## src/common/pce_glue_pkg.sv

```systemverilog
// Shared types and constants for the PC Engine console glue logic
package pce_glue_pkg;

	// ====================
	// Host download port
	// ====================

	// One host download cycle as seen by the glue logic
	typedef struct packed {
		logic        download;
		logic [7:0]  index;
		logic        wr;
		logic [24:0] addr;
		logic [15:0] data;
	} dl_port_t;

	// User options taken from the menu
	typedef struct packed {
		logic byte_swap;
		logic multitap_en;
		logic six_button_en;
	} pce_options_t;

	// Host pad word
	// Bits 3:0 are up, down, left, right and the buttons sit above them
	typedef logic [11:0] pad_word_t;

	// ====================
	// Cheat record
	// ====================

	// Field view of the record, flags in the top word
	typedef struct packed {
		logic [31:0] flags;
		logic [31:0] address;
		logic [31:0] compare;
		logic [31:0] replace;
	} cheat_fields_t;

	// Same 128 bits seen as eight 16-bit host slots or as fields
	// Slot 0 is the bottom word of replace, slot 7 the top word of flags
	typedef union packed {
		logic [7:0][15:0] slot;
		cheat_fields_t    field;
	} cheat_code_u;

	// Cheat output towards the console core
	typedef struct packed {
		logic        valid;
		cheat_code_u code;
	} cheat_out_t;

	// ====================
	// Download constants
	// ====================

	// All index bits set marks a cheat download
	localparam logic [7:0] CODE_INDEX = 8'd255;

	// Low five index bits of a SuperGrafx image
	localparam logic [4:0] SGX_INDEX = 5'd2;

	// ROM header regions, with and without the 512-byte copier header
	localparam logic [23:0] HDR_BLOCK_A = 24'h002120;
	localparam logic [23:0] HDR_BLOCK_B = 24'h001F20;

	// Populous signature words at offsets 6, 8, 10 and 12 of a region
	// Entry 0 belongs to offset 6
	localparam logic [3:0][15:0] POP_SIG = {16'h5355, 16'h4F4C, 16'h5550, 16'h4F50};

endpackage

```

## src/loader/cart_loader.sv

```systemverilog
// Cartridge loader that streams host download words into both ROM memories
module cart_loader #(
	parameter int ROM_ADDR_W = 24
) (
	input  logic                       clk_sys,
	input  logic                       reset,
	input  pce_glue_pkg::dl_port_t     dl,
	input  logic                       cart_dl,
	input  pce_glue_pkg::pce_options_t opts,
	input  logic                       sd_wrack,
	input  logic                       dd_wrack,
	output logic                       rom_wr,
	output logic [ROM_ADDR_W-1:0]      romwr_a,
	output logic [15:0]                romwr_d,
	output logic                       ioctl_wait,
	output logic                       wr_accept,
	output logic                       dl_start,
	output logic [7:0]                 rom_sz
);

	logic        dl_d;
	logic        wr_toggle = 1'b0;
	logic        both_acked;
	logic [15:0] swapped;

	// ====================
	// Data path
	// ====================

	// Mirror the bit order inside each byte for swapped dumps
	always_comb begin
		for (int i = 0; i < 8; i++) begin
			swapped[i]     = dl.data[7 - i];
			swapped[8 + i] = dl.data[15 - i];
		end
	end

	// Host holds the word stable while the loader waits
	assign romwr_d = opts.byte_swap ? swapped : dl.data;

	// ====================
	// Write sequencing
	// ====================

	always_ff @(posedge clk_sys) begin
		dl_d <= cart_dl;
	end

	assign dl_start = cart_dl & ~dl_d;

	// The start cycle only rewinds the address
	assign wr_accept = dl.wr & cart_dl & ~dl_start;

	// Each memory copies the toggle back once its write is done
	assign both_acked = (sd_wrack == wr_toggle) && (dd_wrack == wr_toggle);

	// Toggle request towards both memories, released by the matching acknowledges
	always_ff @(posedge clk_sys) begin
		if (reset) begin
			ioctl_wait <= 1'b0;
		end else if (dl_start) begin
			romwr_a <= '0;
		end else if (wr_accept) begin
			ioctl_wait <= 1'b1;
			wr_toggle  <= ~wr_toggle;
		end else if (ioctl_wait && both_acked) begin
			ioctl_wait <= 1'b0;
			romwr_a    <= romwr_a + ROM_ADDR_W'(2);
		end
	end

	assign rom_wr = wr_toggle;

	// Final address after a download gives the ROM size in 64 KiB units
	assign rom_sz = romwr_a[23:16];

	// ====================
	// Checks
	// ====================

	// Host must hold off while both memories are still busy
	assert property (@(posedge clk_sys) disable iff (reset)
		ioctl_wait |-> !(dl.wr && cart_dl))
		else $error("cart_loader: download write while waiting for acknowledge");

	// Host writes whole words at even byte addresses
	assert property (@(posedge clk_sys) disable iff (reset)
		(dl.wr && cart_dl) |-> !dl.addr[0])
		else $error("cart_loader: odd host download address");

endmodule

```

## src/loader/cart_header_scan.sv

```systemverilog
// ROM header scan that flags Populous images and latches the SuperGrafx type
module cart_header_scan (
	input  logic        clk_sys,
	input  logic        dl_start,
	input  logic        wr_accept,
	input  logic [7:0]  index,
	input  logic [23:0] addr,
	input  logic [15:0] data,
	output logic [1:0]  populous,
	output logic        sgx
);

	import pce_glue_pkg::*;

	logic       in_header;
	logic       sig_word;
	logic [2:0] sig_pos;
	logic [1:0] sig_idx;

	// Either 16-byte region, with or without the copier header
	assign in_header = (addr[23:4] == HDR_BLOCK_A[23:4]) ||
	                   (addr[23:4] == HDR_BLOCK_B[23:4]);

	// Signature words live at offsets 6 to 12 of the region
	assign sig_word = !addr[0] && (addr[3:1] >= 3'd3) && (addr[3:1] <= 3'd6);
	assign sig_pos  = addr[3:1] - 3'd3;
	assign sig_idx  = sig_pos[1:0];

	// ====================
	// Detection
	// ====================

	// Both candidates start valid, a single wrong word rules one out
	// Address bit 13 tells region A (bit 1) from region B (bit 0)
	always_ff @(posedge clk_sys) begin
		if (dl_start) begin
			populous <= 2'b11;
			sgx      <= (index[4:0] == SGX_INDEX);
		end else if (wr_accept && in_header && sig_word) begin
			if (data != POP_SIG[sig_idx]) begin
				populous[addr[13]] <= 1'b0;
			end
		end
	end

endmodule

```

## src/logic/cheat_code_assembler.sv

```systemverilog
// Cheat code assembler that packs eight host words into one cheat record
module cheat_code_assembler (
	input  logic                     clk_sys,
	input  logic                     reset,
	input  logic                     wr,
	input  logic [3:0]               offset,
	input  logic [15:0]              data,
	output pce_glue_pkg::cheat_out_t code
);

	import pce_glue_pkg::*;

	logic        valid_q;
	cheat_code_u record_q;
	logic [2:0]  slot_idx;

	// Field n sits at offset 4n, flags first and replace last
	// Slots count from the bottom of the record, so the field order flips
	// Offset bit 1 picks the top word of the field
	assign slot_idx = {~offset[3:2], offset[1]};

	// ====================
	// Record capture
	// ====================

	always_ff @(posedge clk_sys) begin
		if (wr) begin
			record_q.slot[slot_idx] <= data;
		end
	end

	// Last word of the record clocks it into the core
	always_ff @(posedge clk_sys) begin
		if (reset) begin
			valid_q <= 1'b0;
		end else begin
			valid_q <= wr && (offset == 4'd14);
		end
	end

	assign code.valid = valid_q;
	assign code.code  = record_q;

	// ====================
	// Checks
	// ====================

	// Core takes one record per strobe
	assert property (@(posedge clk_sys) disable iff (reset)
		code.valid |=> !code.valid)
		else $error("cheat_code_assembler: valid held for two cycles");

endmodule

```

## src/logic/joypad_mux.sv

```systemverilog
// Joypad multiplexer that serves host pad words to the console as 4-bit nibbles
module joypad_mux #(
	parameter int NUM_PADS = 5
) (
	input  logic                       clk_sys,
	input  logic                       reset,
	input  pce_glue_pkg::pad_word_t    pads [NUM_PADS],
	input  pce_glue_pkg::pce_options_t opts,
	input  logic                       sel,
	input  logic                       clr,
	output logic [3:0]                 nibble
);

	import pce_glue_pkg::*;

	// One spare code above the last pad reads as idle
	localparam int PORT_W = $clog2(NUM_PADS + 1);

	logic [PORT_W-1:0] port;
	logic              high_buttons;
	logic              sel_d;
	logic              clr_d;
	pad_word_t         cur_pad;
	logic [11:0]       con_word;
	logic [3:0]        nib_next;

	// ====================
	// Pad selection
	// ====================

	// Ports past the last pad read as a pad with nothing pressed
	always_comb begin
		if (port < PORT_W'(NUM_PADS)) begin
			cur_pad = pads[port];
		end else begin
			cur_pad = '0;
		end
	end

	// Console order is up, right, down, left, then buttons, all active low
	assign con_word = ~{cur_pad[11:4], cur_pad[1], cur_pad[2], cur_pad[0], cur_pad[3]};

	// Six-button pads answer with the extra buttons on every other scan
	always_comb begin
		case ({high_buttons, sel})
			2'b00:   nib_next = con_word[7:4];
			2'b01:   nib_next = con_word[3:0];
			2'b10:   nib_next = con_word[11:8];
			default: nib_next = 4'b0000;
		endcase
	end

	// ====================
	// Scan sequencing
	// ====================

	always_ff @(posedge clk_sys) begin
		if (reset) begin
			port         <= '0;
			high_buttons <= 1'b0;
			sel_d        <= 1'b0;
			clr_d        <= 1'b0;
			nibble       <= 4'd0;
		end else begin
			sel_d <= sel;
			clr_d <= clr;
			if (clr) begin
				// Clear restarts the multitap at the first port
				port   <= '0;
				nibble <= 4'd0;
				if (!clr_d) begin
					high_buttons <= ~high_buttons & opts.six_button_en;
				end
			end else begin
				nibble <= nib_next;
				if (sel && !sel_d && opts.multitap_en) begin
					port <= port + 1'b1;
				end
			end
		end
	end

endmodule

```

## src/logic/pce_glue_top.sv

```systemverilog
// Console glue top that routes host downloads and pads to the loader, cheats and joypad
module pce_glue_top #(
	parameter int ROM_ADDR_W = 24,
	parameter int NUM_PADS   = 5
) (
	input  logic                       clk_sys,
	input  logic                       reset,
	input  pce_glue_pkg::dl_port_t     dl,
	input  pce_glue_pkg::pce_options_t opts,
	input  pce_glue_pkg::pad_word_t    pads [NUM_PADS],
	input  logic                       sd_wrack,
	input  logic                       dd_wrack,
	input  logic                       sel,
	input  logic                       clr,
	output logic                       rom_wr,
	output logic [ROM_ADDR_W-1:0]      romwr_a,
	output logic [15:0]                romwr_d,
	output logic                       ioctl_wait,
	output logic [7:0]                 rom_sz,
	output logic                       rom_pop,
	output logic                       sgx,
	output pce_glue_pkg::cheat_out_t   cheat,
	output logic                       cheat_reset,
	output logic [3:0]                 pad_nibble
);

	import pce_glue_pkg::*;

	logic       code_index;
	logic       code_wr;
	logic       cart_dl;
	logic       wr_accept;
	logic       dl_start;
	logic [1:0] populous;

	// Index 255 carries cheat records, anything else is a cartridge
	assign code_index = (dl.index == CODE_INDEX);
	assign code_wr    = dl.download & code_index & dl.wr;
	assign cart_dl    = dl.download & ~code_index;

	// First word of any download flushes the cheat list
	assign cheat_reset = dl.download && dl.wr && (dl.addr == '0);

	cart_loader #(
		.ROM_ADDR_W (ROM_ADDR_W)
	) u_loader (
		.clk_sys    (clk_sys),
		.reset      (reset),
		.dl         (dl),
		.cart_dl    (cart_dl),
		.opts       (opts),
		.sd_wrack   (sd_wrack),
		.dd_wrack   (dd_wrack),
		.rom_wr     (rom_wr),
		.romwr_a    (romwr_a),
		.romwr_d    (romwr_d),
		.ioctl_wait (ioctl_wait),
		.wr_accept  (wr_accept),
		.dl_start   (dl_start),
		.rom_sz     (rom_sz)
	);

	cart_header_scan u_header_scan (
		.clk_sys   (clk_sys),
		.dl_start  (dl_start),
		.wr_accept (wr_accept),
		.index     (dl.index),
		.addr      (romwr_a[23:0]),
		.data      (romwr_d),
		.populous  (populous),
		.sgx       (sgx)
	);

	// Image size bit 9 is set when a copier header precedes the ROM
	assign rom_pop = populous[romwr_a[9]];

	cheat_code_assembler u_cheat (
		.clk_sys (clk_sys),
		.reset   (reset),
		.wr      (code_wr),
		.offset  (dl.addr[3:0]),
		.data    (dl.data),
		.code    (cheat)
	);

	joypad_mux #(
		.NUM_PADS (NUM_PADS)
	) u_joypad (
		.clk_sys (clk_sys),
		.reset   (reset),
		.pads    (pads),
		.opts    (opts),
		.sel     (sel),
		.clr     (clr),
		.nibble  (pad_nibble)
	);

endmodule

```

## config.mk

```make
export PLATFORM = sky130hd
export DESIGN_NAME = pce_glue_top
export DESIGN_NICKNAME = d
export VERILOG_FILES = /design/src/common/pce_glue_pkg.sv /design/src/loader/cart_loader.sv /design/src/loader/cart_header_scan.sv /design/src/logic/cheat_code_assembler.sv /design/src/logic/joypad_mux.sv /design/src/logic/pce_glue_top.sv
export SDC_FILE = /design/constraint.sdc
export NUM_CORES = 1
export LEC_CHECK = 0
export ABC_AREA = 0
export BUFFER_PORTS_ARGS = -buffer_cell sky130_fd_sc_hd__buf_2
export CORE_MARGIN = 4
export CORE_UTILIZATION = 40
export CTS_BUF_LIST = sky130_fd_sc_hd__clkbuf_8 sky130_fd_sc_hd__clkbuf_16
export DETAILED_ROUTE_END_ITERATION = 10
export GPL_ROUTABILITY_DRIVEN = 0
export PLACE_DENSITY_LB_ADDON = 0.15
export SLEW_MARGIN = 20
export SYNTH_ARGS = -nofsm -noshare
export SYNTH_HDL_FRONTEND = slang
export SYNTH_HIERARCHICAL = 1
export SYNTH_SLANG_ARGS = --single-unit
```

## constraint.sdc

```tcl
create_clock -name clk_sys -period 6.7 [get_ports clk_sys]
set_input_delay 2.01 -clock clk_sys [delete_from_list [all_inputs] [get_ports clk_sys]]
set_output_delay 2.01 -clock clk_sys [all_outputs]
set_load 0.02 [all_outputs]
```

==> impl_metrics.ini, run 1 <==
[status]
outcome = complete, no violations

[synthesis]
ys_types = 59
syn-cell-area_um2 = 7020
synth_top_area_cell = edfxtp_1
yosys_warnings = 6
synth_cells = 472
yosysTopAreaCellShare_pct = 65.5
synthArstFlopShare_pct = 0
synth_nets = 600
ys_seq_elements = 168
ys_seq_area_share_pct = 69.7
avgSynthCellArea_um2 = 14.9
ys_top_cells_by_area = edfxtp_1 (65%), dfxtp_1 (4.3%), mux2_2 (3.5%)
synth_top_flop_cell = edfxtp_1
ys_top_cells_by_count = edfxtp_1 (153), nor2_1 (32), mux2_2 (22)
synth-edff-count = 153
synth_most_common_cell = edfxtp_1

[final_layout]
fillers = 1482
fin_util_pct = 54.0
n_antenna_cell = 0
finalNetCount = 902
syn_to_final_growth_pct = 32.5
drive_above_1_share_pct = 48.3

[critical_path]
cp_max_fo = 1
crit_type = input port to primary output
critPathLaunchType = input port
crit_path_end_kind = primary output
timing.rr.start = u_loader/romwr_a[4]
crit_arrival_ps = 3010
r2r_cells = 4
reg2reg_slack_ps = 4180
r2r-end = u_loader/romwr_a[22]
critPathRequiredTime_ps = 4690

[timing]
max_slew_margin_pct = 24.8
period_share_pct = 74.9
finClkSkew_ps = 9.42
fin_tns_setup_ps = 0
worst_pin_slew_ps = 1130
hold_viol = 0
layout_min_cycle_time_ps = 5020
fmax_mhz = 199
report.final.setup_viol = 0
rsz0062_at_grt = false
slew_viol_final = 0

[floorplan]
num_rows = 48
ios = 306
fp.dieH_um = 140
start_util_pct = 40.7
die_area_um2 = 19700
die_w_um = 140
core_area_um2 = 17200

[route]
drt_pass1_iterations = 5
avgViaCountPerCell = 5.19
wl_um = 19500
dr.first_iter.drc_count = 285
antenna_left = 0
vias = 5253
post-route-drc-count = 0
wl_per_cell_um = 19.3

[run]
maxCapViolCount = 0

[global_route]
antenna_found_initial = 0
gr-total-overflow = 0
grt_pass1_vias = 5126
grt_use_total_pct = 19.2
grt_pass1_wl_um = 29100
grt_max_degree = 33

[power_and_ir_drop]
power_frac_comb_pct = 7.0
ir_worst_vdd_uv = 167
seq_power_share_pct = 51.5
p_total_mw = 2.25
power_per_cell_area_nw_per_um2 = 242
power_switching_mw = 0.539
switching_share_pct = 23.9
internal-power_mw = 1.71
pwr-share-clk_pct = 41.5
p_leak_nw = 3.62

[min_path]
hold_end = u_header_scan/populous[1]
min-delay-path-class = register to register
whs_path_depth = 2
worstHoldStart = u_header_scan/populous[1]

[clock_tree]
cts-buffers-inserted = 17
clockRootBuffer = clkbuf_16
hold_buffers = 0
cts_setup_buffers = 0
htreeDepth = 4
cts.repair.resized = 0
cts_tree = done
clk_pin_slew_ps = 60
clk_path_buf_depth = 2
clkSinkCount = 168
clock_latency_ps = 420

[placement]
io_buffers = 304
hpwlAfterDp_um = 14400
[power by group through the flow]
stage               clock, mW  combinational [mW]  sequential [mW]
global route             1.01               0.170             1.16
detailed placement          0               0.157             1.18
global placement            0               0.155             1.18
finish                  0.936               0.157             1.16
CTS                     0.959               0.158             1.16
floorplan                   0              0.0729             1.19
[flip-flops by register name (all words and copies together), names as in the netlist]
register                cells
u_cheat/valid_q             1
u_loader/dl_d               1
u_joypad/sel_d              1
u_joypad/port               3
u_loader/rom_wr             1
u_loader/ioctl_wait         1
u_header_scan/populous      2
u_joypad/nibble             4
u_cheat/record_q          128
u_loader/romwr_a           23
u_joypad/clr_d              1
u_header_scan/sgx           1
u_joypad/high_buttons       1
[worst max-delay path: stages]
cell and delay [ps]:
buf_2 100, nor4_1 260, nand4_1 240, nor3_2 220, buf_2 190
[worst max-delay path by stage]
stage               startpoint     endpoint  slack (ps)  depth (start not counted)
floorplan              opts[2]  romwr_d[12]        1640                          3
global placement        dl[22]  cheat_reset        1700                          5
detailed placement      dl[22]  cheat_reset        1690                          5
CTS                     dl[22]  cheat_reset        1690                          5
global route            dl[22]  cheat_reset        1590                          5
finish                  dl[22]  cheat_reset        1680                          5
[cell usage in the layout, fill, tap and decap left out, types with 4 or more instances in the layout]
cell and n:
a21oi_1 18, and3_1 4, buf_2 304, buf_4 4, clkbuf_16 17, dfxtp_1 15
edfxtp_1 153, ha_1 8, inv_1 8, inv_8 4, mux2_1 4, mux2_2 22
mux2i_1 14, nand2_1 13, nand2b_1 10, nand3_1 11, nand3b_1 6, nand4_1 9
nor2_1 26, nor2_2 6, nor2b_1 6, nor3_1 6, nor3_2 4, nor4_1 13
o21a_1 4, o21ai_0 10, o221ai_1 4, or3_1 6, or4_1 4, xnor2_1 11
xor2_1 7
[per-layer routing]
layer  track usage (%)  up-vias  share of wire, %
li1                  -     2432                 -
met1              23.8     2539                40
met2              33.7      266                51
met3              4.71       16               7.5
met4              4.79        0               1.1
met5                 0        -                 0
[layout make-up]
class	count	area [µm²]	area share (%)
clock buffers	17	425	4.57
inverters	8	30.0	0.323
multi-input cells	271	1960	21.1
flip-flops and latches	168	4890	52.6
well taps	225	282	3.03
clock inverters	15	158	1.69
repair buffers	308	1550	16.7
[kinds of logic (layout without fill, tap and decap cells)]
family	after synthesis	in the layout	synth area share, %
DFF	168	168	69.7
and+or+nand+nor	142	142	11.7
AOI/OAI and AO/OA	61	61	5.65
muxes	41	41	6.49
buffers and inverters	33	348	2.71
xor gates and xnor gates	18	18	2.25
adders and majority gates	8	8	1.43
other	1	1	0.0534
[metrics by stage]
stage | setup WS (ps) | cells | cell area [µm²] | hold WS (ps)
floorplan | 1640 | 472 | 7020 | 462
CTS | 1690 | 1012 | 9300 | 490
global route | 1590 | 1012 | 9300 | 516
finish | 1680 | 1012 | 9300 | 488
global placement | 1700 | 980 | 8720 | 472
detailed placement | 1690 | 980 | 8720 | 480
No activity file was read; power rests on OpenSTA's default activity.
==> run 2: changes to the inputs <==
clock period = 4.8 ns   (was 6.7 ns; I/O delays follow)
==> run 2 against run 1 <==
Effect of this change: final cell count up 0.30%; global-route usage up 0.18 points; sequential share of layout area is 0.13 points lower; count of clock-buffer cells in the layout did not move; critical path type unchanged; highest routed layer unchanged.
==> impl_metrics.ini, run 2 (synthesis results as in run 1) <==
[status]
outcome = complete, no violations

[critical_path]
r2r-end = u_loader/romwr_a[22]
critPathLaunchType = input port
critPathRequiredTime_ps = 3360
slowest_stage = nor4_1
r2r_cells = 4
crit_arrival_ps = 2420
path_cells = buf_2, nor4_1, nand4_1, nor3_2, buf_2
timing.rr.start = u_loader/romwr_a[4]
crit_top_cell = buf_2
reg2reg_slack_ps = 2280
max_stage_delay_ps = 270
crit_path_end_kind = primary output
cp_max_fo = 1
cp_num_buf_inv = 2
crit_type = input port to primary output
cpLargestDelayFamily = simple AND/OR/NAND/NOR gates

[run]
maxCapViolCount = 0

[final_layout]
syn_to_final_growth_pct = 32.9
largest_reg_flops = 128
fin_util_pct = 54.1
fillers = 1503
n_antenna_cell = 0
final_common_cell = buf_2
drive_above_1_share_pct = 48.5
final_cell_mix = buf_2 (304), edfxtp_1 (153), nor2_1 (26)
finalNetCount = 905

[floorplan]
start_util_pct = 40.7
core_area_um2 = 17200
die_area_um2 = 19700
num_rows = 48
ios = 306
die_w_um = 140
fp.dieH_um = 140

[clock_tree]
cts-buffers-inserted = 17
cts_tree = done
clockRootBuffer = clkbuf_16
hold_buffers = 0
clk_pin_slew_ps = 70
htreeDepth = 4
clock_latency_ps = 430
clk_path_buf_depth = 2
cts.repair.resized = 0
clkSinkCount = 168
cts_setup_buffers = 0

[power_and_ir_drop]
power_per_cell_area_nw_per_um2 = 339
ir_worst_vdd_uv = 229
p_leak_nw = 3.64

[global_route]
grt_max_degree = 33
gr-total-overflow = 0
antenna_found_initial = 0
grt_pass1_vias = 5130
grt_use_total_pct = 19.4
grt_pass1_wl_um = 29400

[timing]
worst_hold_slack_ps = 498
max_slew_margin_pct = 27.6
layout_min_cycle_time_ps = 3860
worst_slack_ps = 938
finClkSkew_ps = 9.85
period_share_pct = 80.5
hold_viol = 0
fin_tns_setup_ps = 0
report.final.setup_viol = 0
fmax_mhz = 259
slew_viol_final = 0
worst_pin_slew_ps = 1080
rsz0062_at_grt = false

[route]
post-route-drc-count = 0
antenna_left = 0
wl_per_cell_um = 19.4
avgViaCountPerCell = 5.17
dr.first_iter.drc_count = 244
vias = 5252
drt_pass1_iterations = 4
wl_um = 19700

[min_path]
hold_end = u_header_scan/populous[0]
worstHoldStart = u_header_scan/populous[0]
min-delay-path-class = register to register
whs_path_depth = 2

[placement]
dpl_worst_slack_ps = 895
hpwlAfterDp_um = 14500
io_buffers = 304
-- run 2: metal layers --
metal	track usage (%)	wire [µm]
met3	5.16	1460
met5	0	0
met1	24.6	8080
met2	32.8	9830
met4	5.35	288
-- run 2: worst reg2reg max path: stages (launching register included) --
cell and delay [ps]:
edfxtp_1 460, nand4_1 390, or4_1 800, or4_1 560, a21oi_1 160
-- run 2: report_power, final --
group | internal [mW] | leakage [nW] | switching (mW)
logic | 0.0927 | 1.85 | 0.126
registers | 1.61 | 1.51 | 0.0140
clock network | 0.694 | 0.286 | 0.625
total | 2.39 | 3.64 | 0.765
-- run 2: worst max-delay path by stage --
stage,cells after the start,slack [ps],startpoint,to
after floorplan,3,880,opts[2],romwr_d[12]
after global placement,10,900,dl[45],u_header_scan/populous[1]
after detailed placement,10,900,dl[45],u_header_scan/populous[0]
after CTS,5,910,dl[22],cheat_reset
after global routing,5,820,dl[22],cheat_reset
final,5,940,dl[22],cheat_reset
-- run 2: final cells by class --
type | count | area [µm²] | share of cell area [%]
Tap cell | 225 | 282 | 3.02
Sequential cell | 168 | 4890 | 52.5
Timing Repair Buffer | 311 | 1570 | 16.9
Multi-Input combinational cell | 271 | 1960 | 21.0
Inverter | 8 | 30.0 | 0.322
Clock buffer | 17 | 425 | 4.56
Clock inverter | 15 | 158 | 1.69
-- run 2: stage by stage --
step / cell area, µm² / cells / total power [mW]
global route: 9330 / 1015 / 3.27
floorplan: 7020 / 472 / 1.76
global placement: 8740 / 983 / 1.87
detailed placement: 8740 / 983 / 1.87
CTS: 9330 / 1015 / 3.19
finish: 9330 / 1015 / 3.16
==> run 3: changes to the inputs <==
clock period = 3.7 ns   (was 4.8 ns; I/O delays follow)
==> run 3 against run 2 <==
Effect of this change: final cell count grew 0.39%; clock skew grew 2.4 ps; critical path depth is the same; die area is the same; global-route usage shrank 0.18 points; hold slack lost 6.0 ps.
==> impl_metrics.ini, run 3 (synthesis results as in run 1) <==
[placement]
io_buffers = 304
hpwlAfterDp_um = 14700
placed_area_um2 = 8770

[floorplan]
die_w_um = 140
core_area_um2 = 17200
die_area_um2 = 19700
fp.dieH_um = 140
start_util_pct = 40.7
num_rows = 48
ios = 306

[clock_tree]
clk_pin_slew_ps = 60
clkSinkCount = 168
clk_path_buf_depth = 2
hold_buffers = 0
cts_tree = done
clockRootBuffer = clkbuf_16
clock_latency_ps = 430
cts-buffers-inserted = 17
htreeDepth = 4
cts.repair.resized = 0
cts_setup_buffers = 0

[route]
avgViaCountPerCell = 5.18
antenna_left = 0
post-route-drc-count = 0
drt_pass1_iterations = 4
wl_um = 19600
dr.first_iter.drc_count = 227
vias = 5283
wl_per_cell_um = 19.3

[critical_path]
critPathLaunch = dl[22]
reg2reg_slack_ps = 1180
timing.rr.start = u_loader/romwr_a[4]
critPathRequiredTime_ps = 2590
crit_type = input port to primary output
cp_max_fo = 1
crit_arrival_ps = 2090
critPathLaunchType = input port
r2r_cells = 4
r2r-end = u_loader/romwr_a[22]
crit_path_end_kind = primary output

[timing]
layout_min_cycle_time_ps = 3200
hold_viol = 0
finClkSkew_ps = 12.3
fin_tns_setup_ps = 0
worst_pin_slew_ps = 796
period_share_pct = 86.6
max_slew_margin_pct = 46.8
fmax_mhz = 312
slew_viol_final = 0
report.final.setup_viol = 0
rsz0062_at_grt = false

[power_and_ir_drop]
p_total_mw = 4.09
ir_worst_vdd_uv = 310
power_per_cell_area_nw_per_um2 = 437
p_leak_nw = 3.66

[final_layout]
final_cell_mix = buf_2 (304), edfxtp_1 (153), nor2_1 (26)
final_common_cell = buf_2
largest_reg_flops = 128
drive_above_1_share_pct = 48.9
fillers = 1494
syn_to_final_growth_pct = 33.3
n_antenna_cell = 0
finish.instance_area_um2 = 9360
layout.area.seq_um2 = 4900
multi_input_area_um2 = 1960
finalNetCount = 909

[min_path]
whs_path_depth = 2
worstHoldStart = u_header_scan/populous[0]
min-delay-path-class = register to register
hold_end = u_header_scan/populous[0]

[run]
maxCapViolCount = 0

[global_route]
grt_max_degree = 26
grt_pass1_wl_um = 28700
grt_pass1_vias = 5037
gr-total-overflow = 0
grt_use_total_pct = 19.2
antenna_found_initial = 0

[status]
outcome = complete, no violations
-- run 3: area by class of cell --
class | instances | area share, %
clock buffers | 17 | 4.55
inverters | 8 | 0.321
multi-input cells | 271 | 21.0
repair buffers | 315 | 17.1
clock inverters | 15 | 1.66
well taps | 225 | 3.01
flip-flops and latches | 168 | 52.3
-- run 3: per-stage QoR --
step                std cells  util, %  hold slack [ps]  setup slack (ps)
global route             1019     54.3              529               367
CTS                      1019     54.3              496               479
global placement          987     50.9              479               403
floorplan                 472        -              462               438
detailed placement        987     50.9              485               306
finish                   1019     54.3              492               495
-- run 3: critical path, stage by stage --
cell and delay (ps):
buf_2 90, nor4_1 280, nand4_1 230, nor3_2 190, buf_2 180
-- run 3: routing by layer --
| metal | up-vias | global-route usage (%) | share of wire (%) |
|---|---|---|---|
| li1 | 2448 | - | - |
| met2 | 253 | 32.6 | 50 |
| met3 | 26 | 5.36 | 7.8 |
| met1 | 2556 | 23.8 | 40 |
| met4 | 0 | 6.12 | 1.5 |
| met5 | - | 0 | 0 |
-- run 3: how the worst max path moves through the flow --
stage,cells past startpoint,slack (ps),endpoint
after detailed placement,6,310,u_header_scan/populous[1]
after global routing,5,370,cheat_reset
after floorplan,3,440,romwr_d[12]
after global placement,6,400,u_header_scan/populous[0]
after CTS,5,480,cheat_reset
final,5,500,cheat_reset
-- run 3: power breakdown --
group          leakage, nW  switching [mW]  total (mW)  internal (mW)
clock                0.283           0.804        1.70          0.901
combinational         1.87           0.163       0.283          0.121
sequential            1.51          0.0215        2.11           2.08
total                 3.66           0.988        4.09           3.11
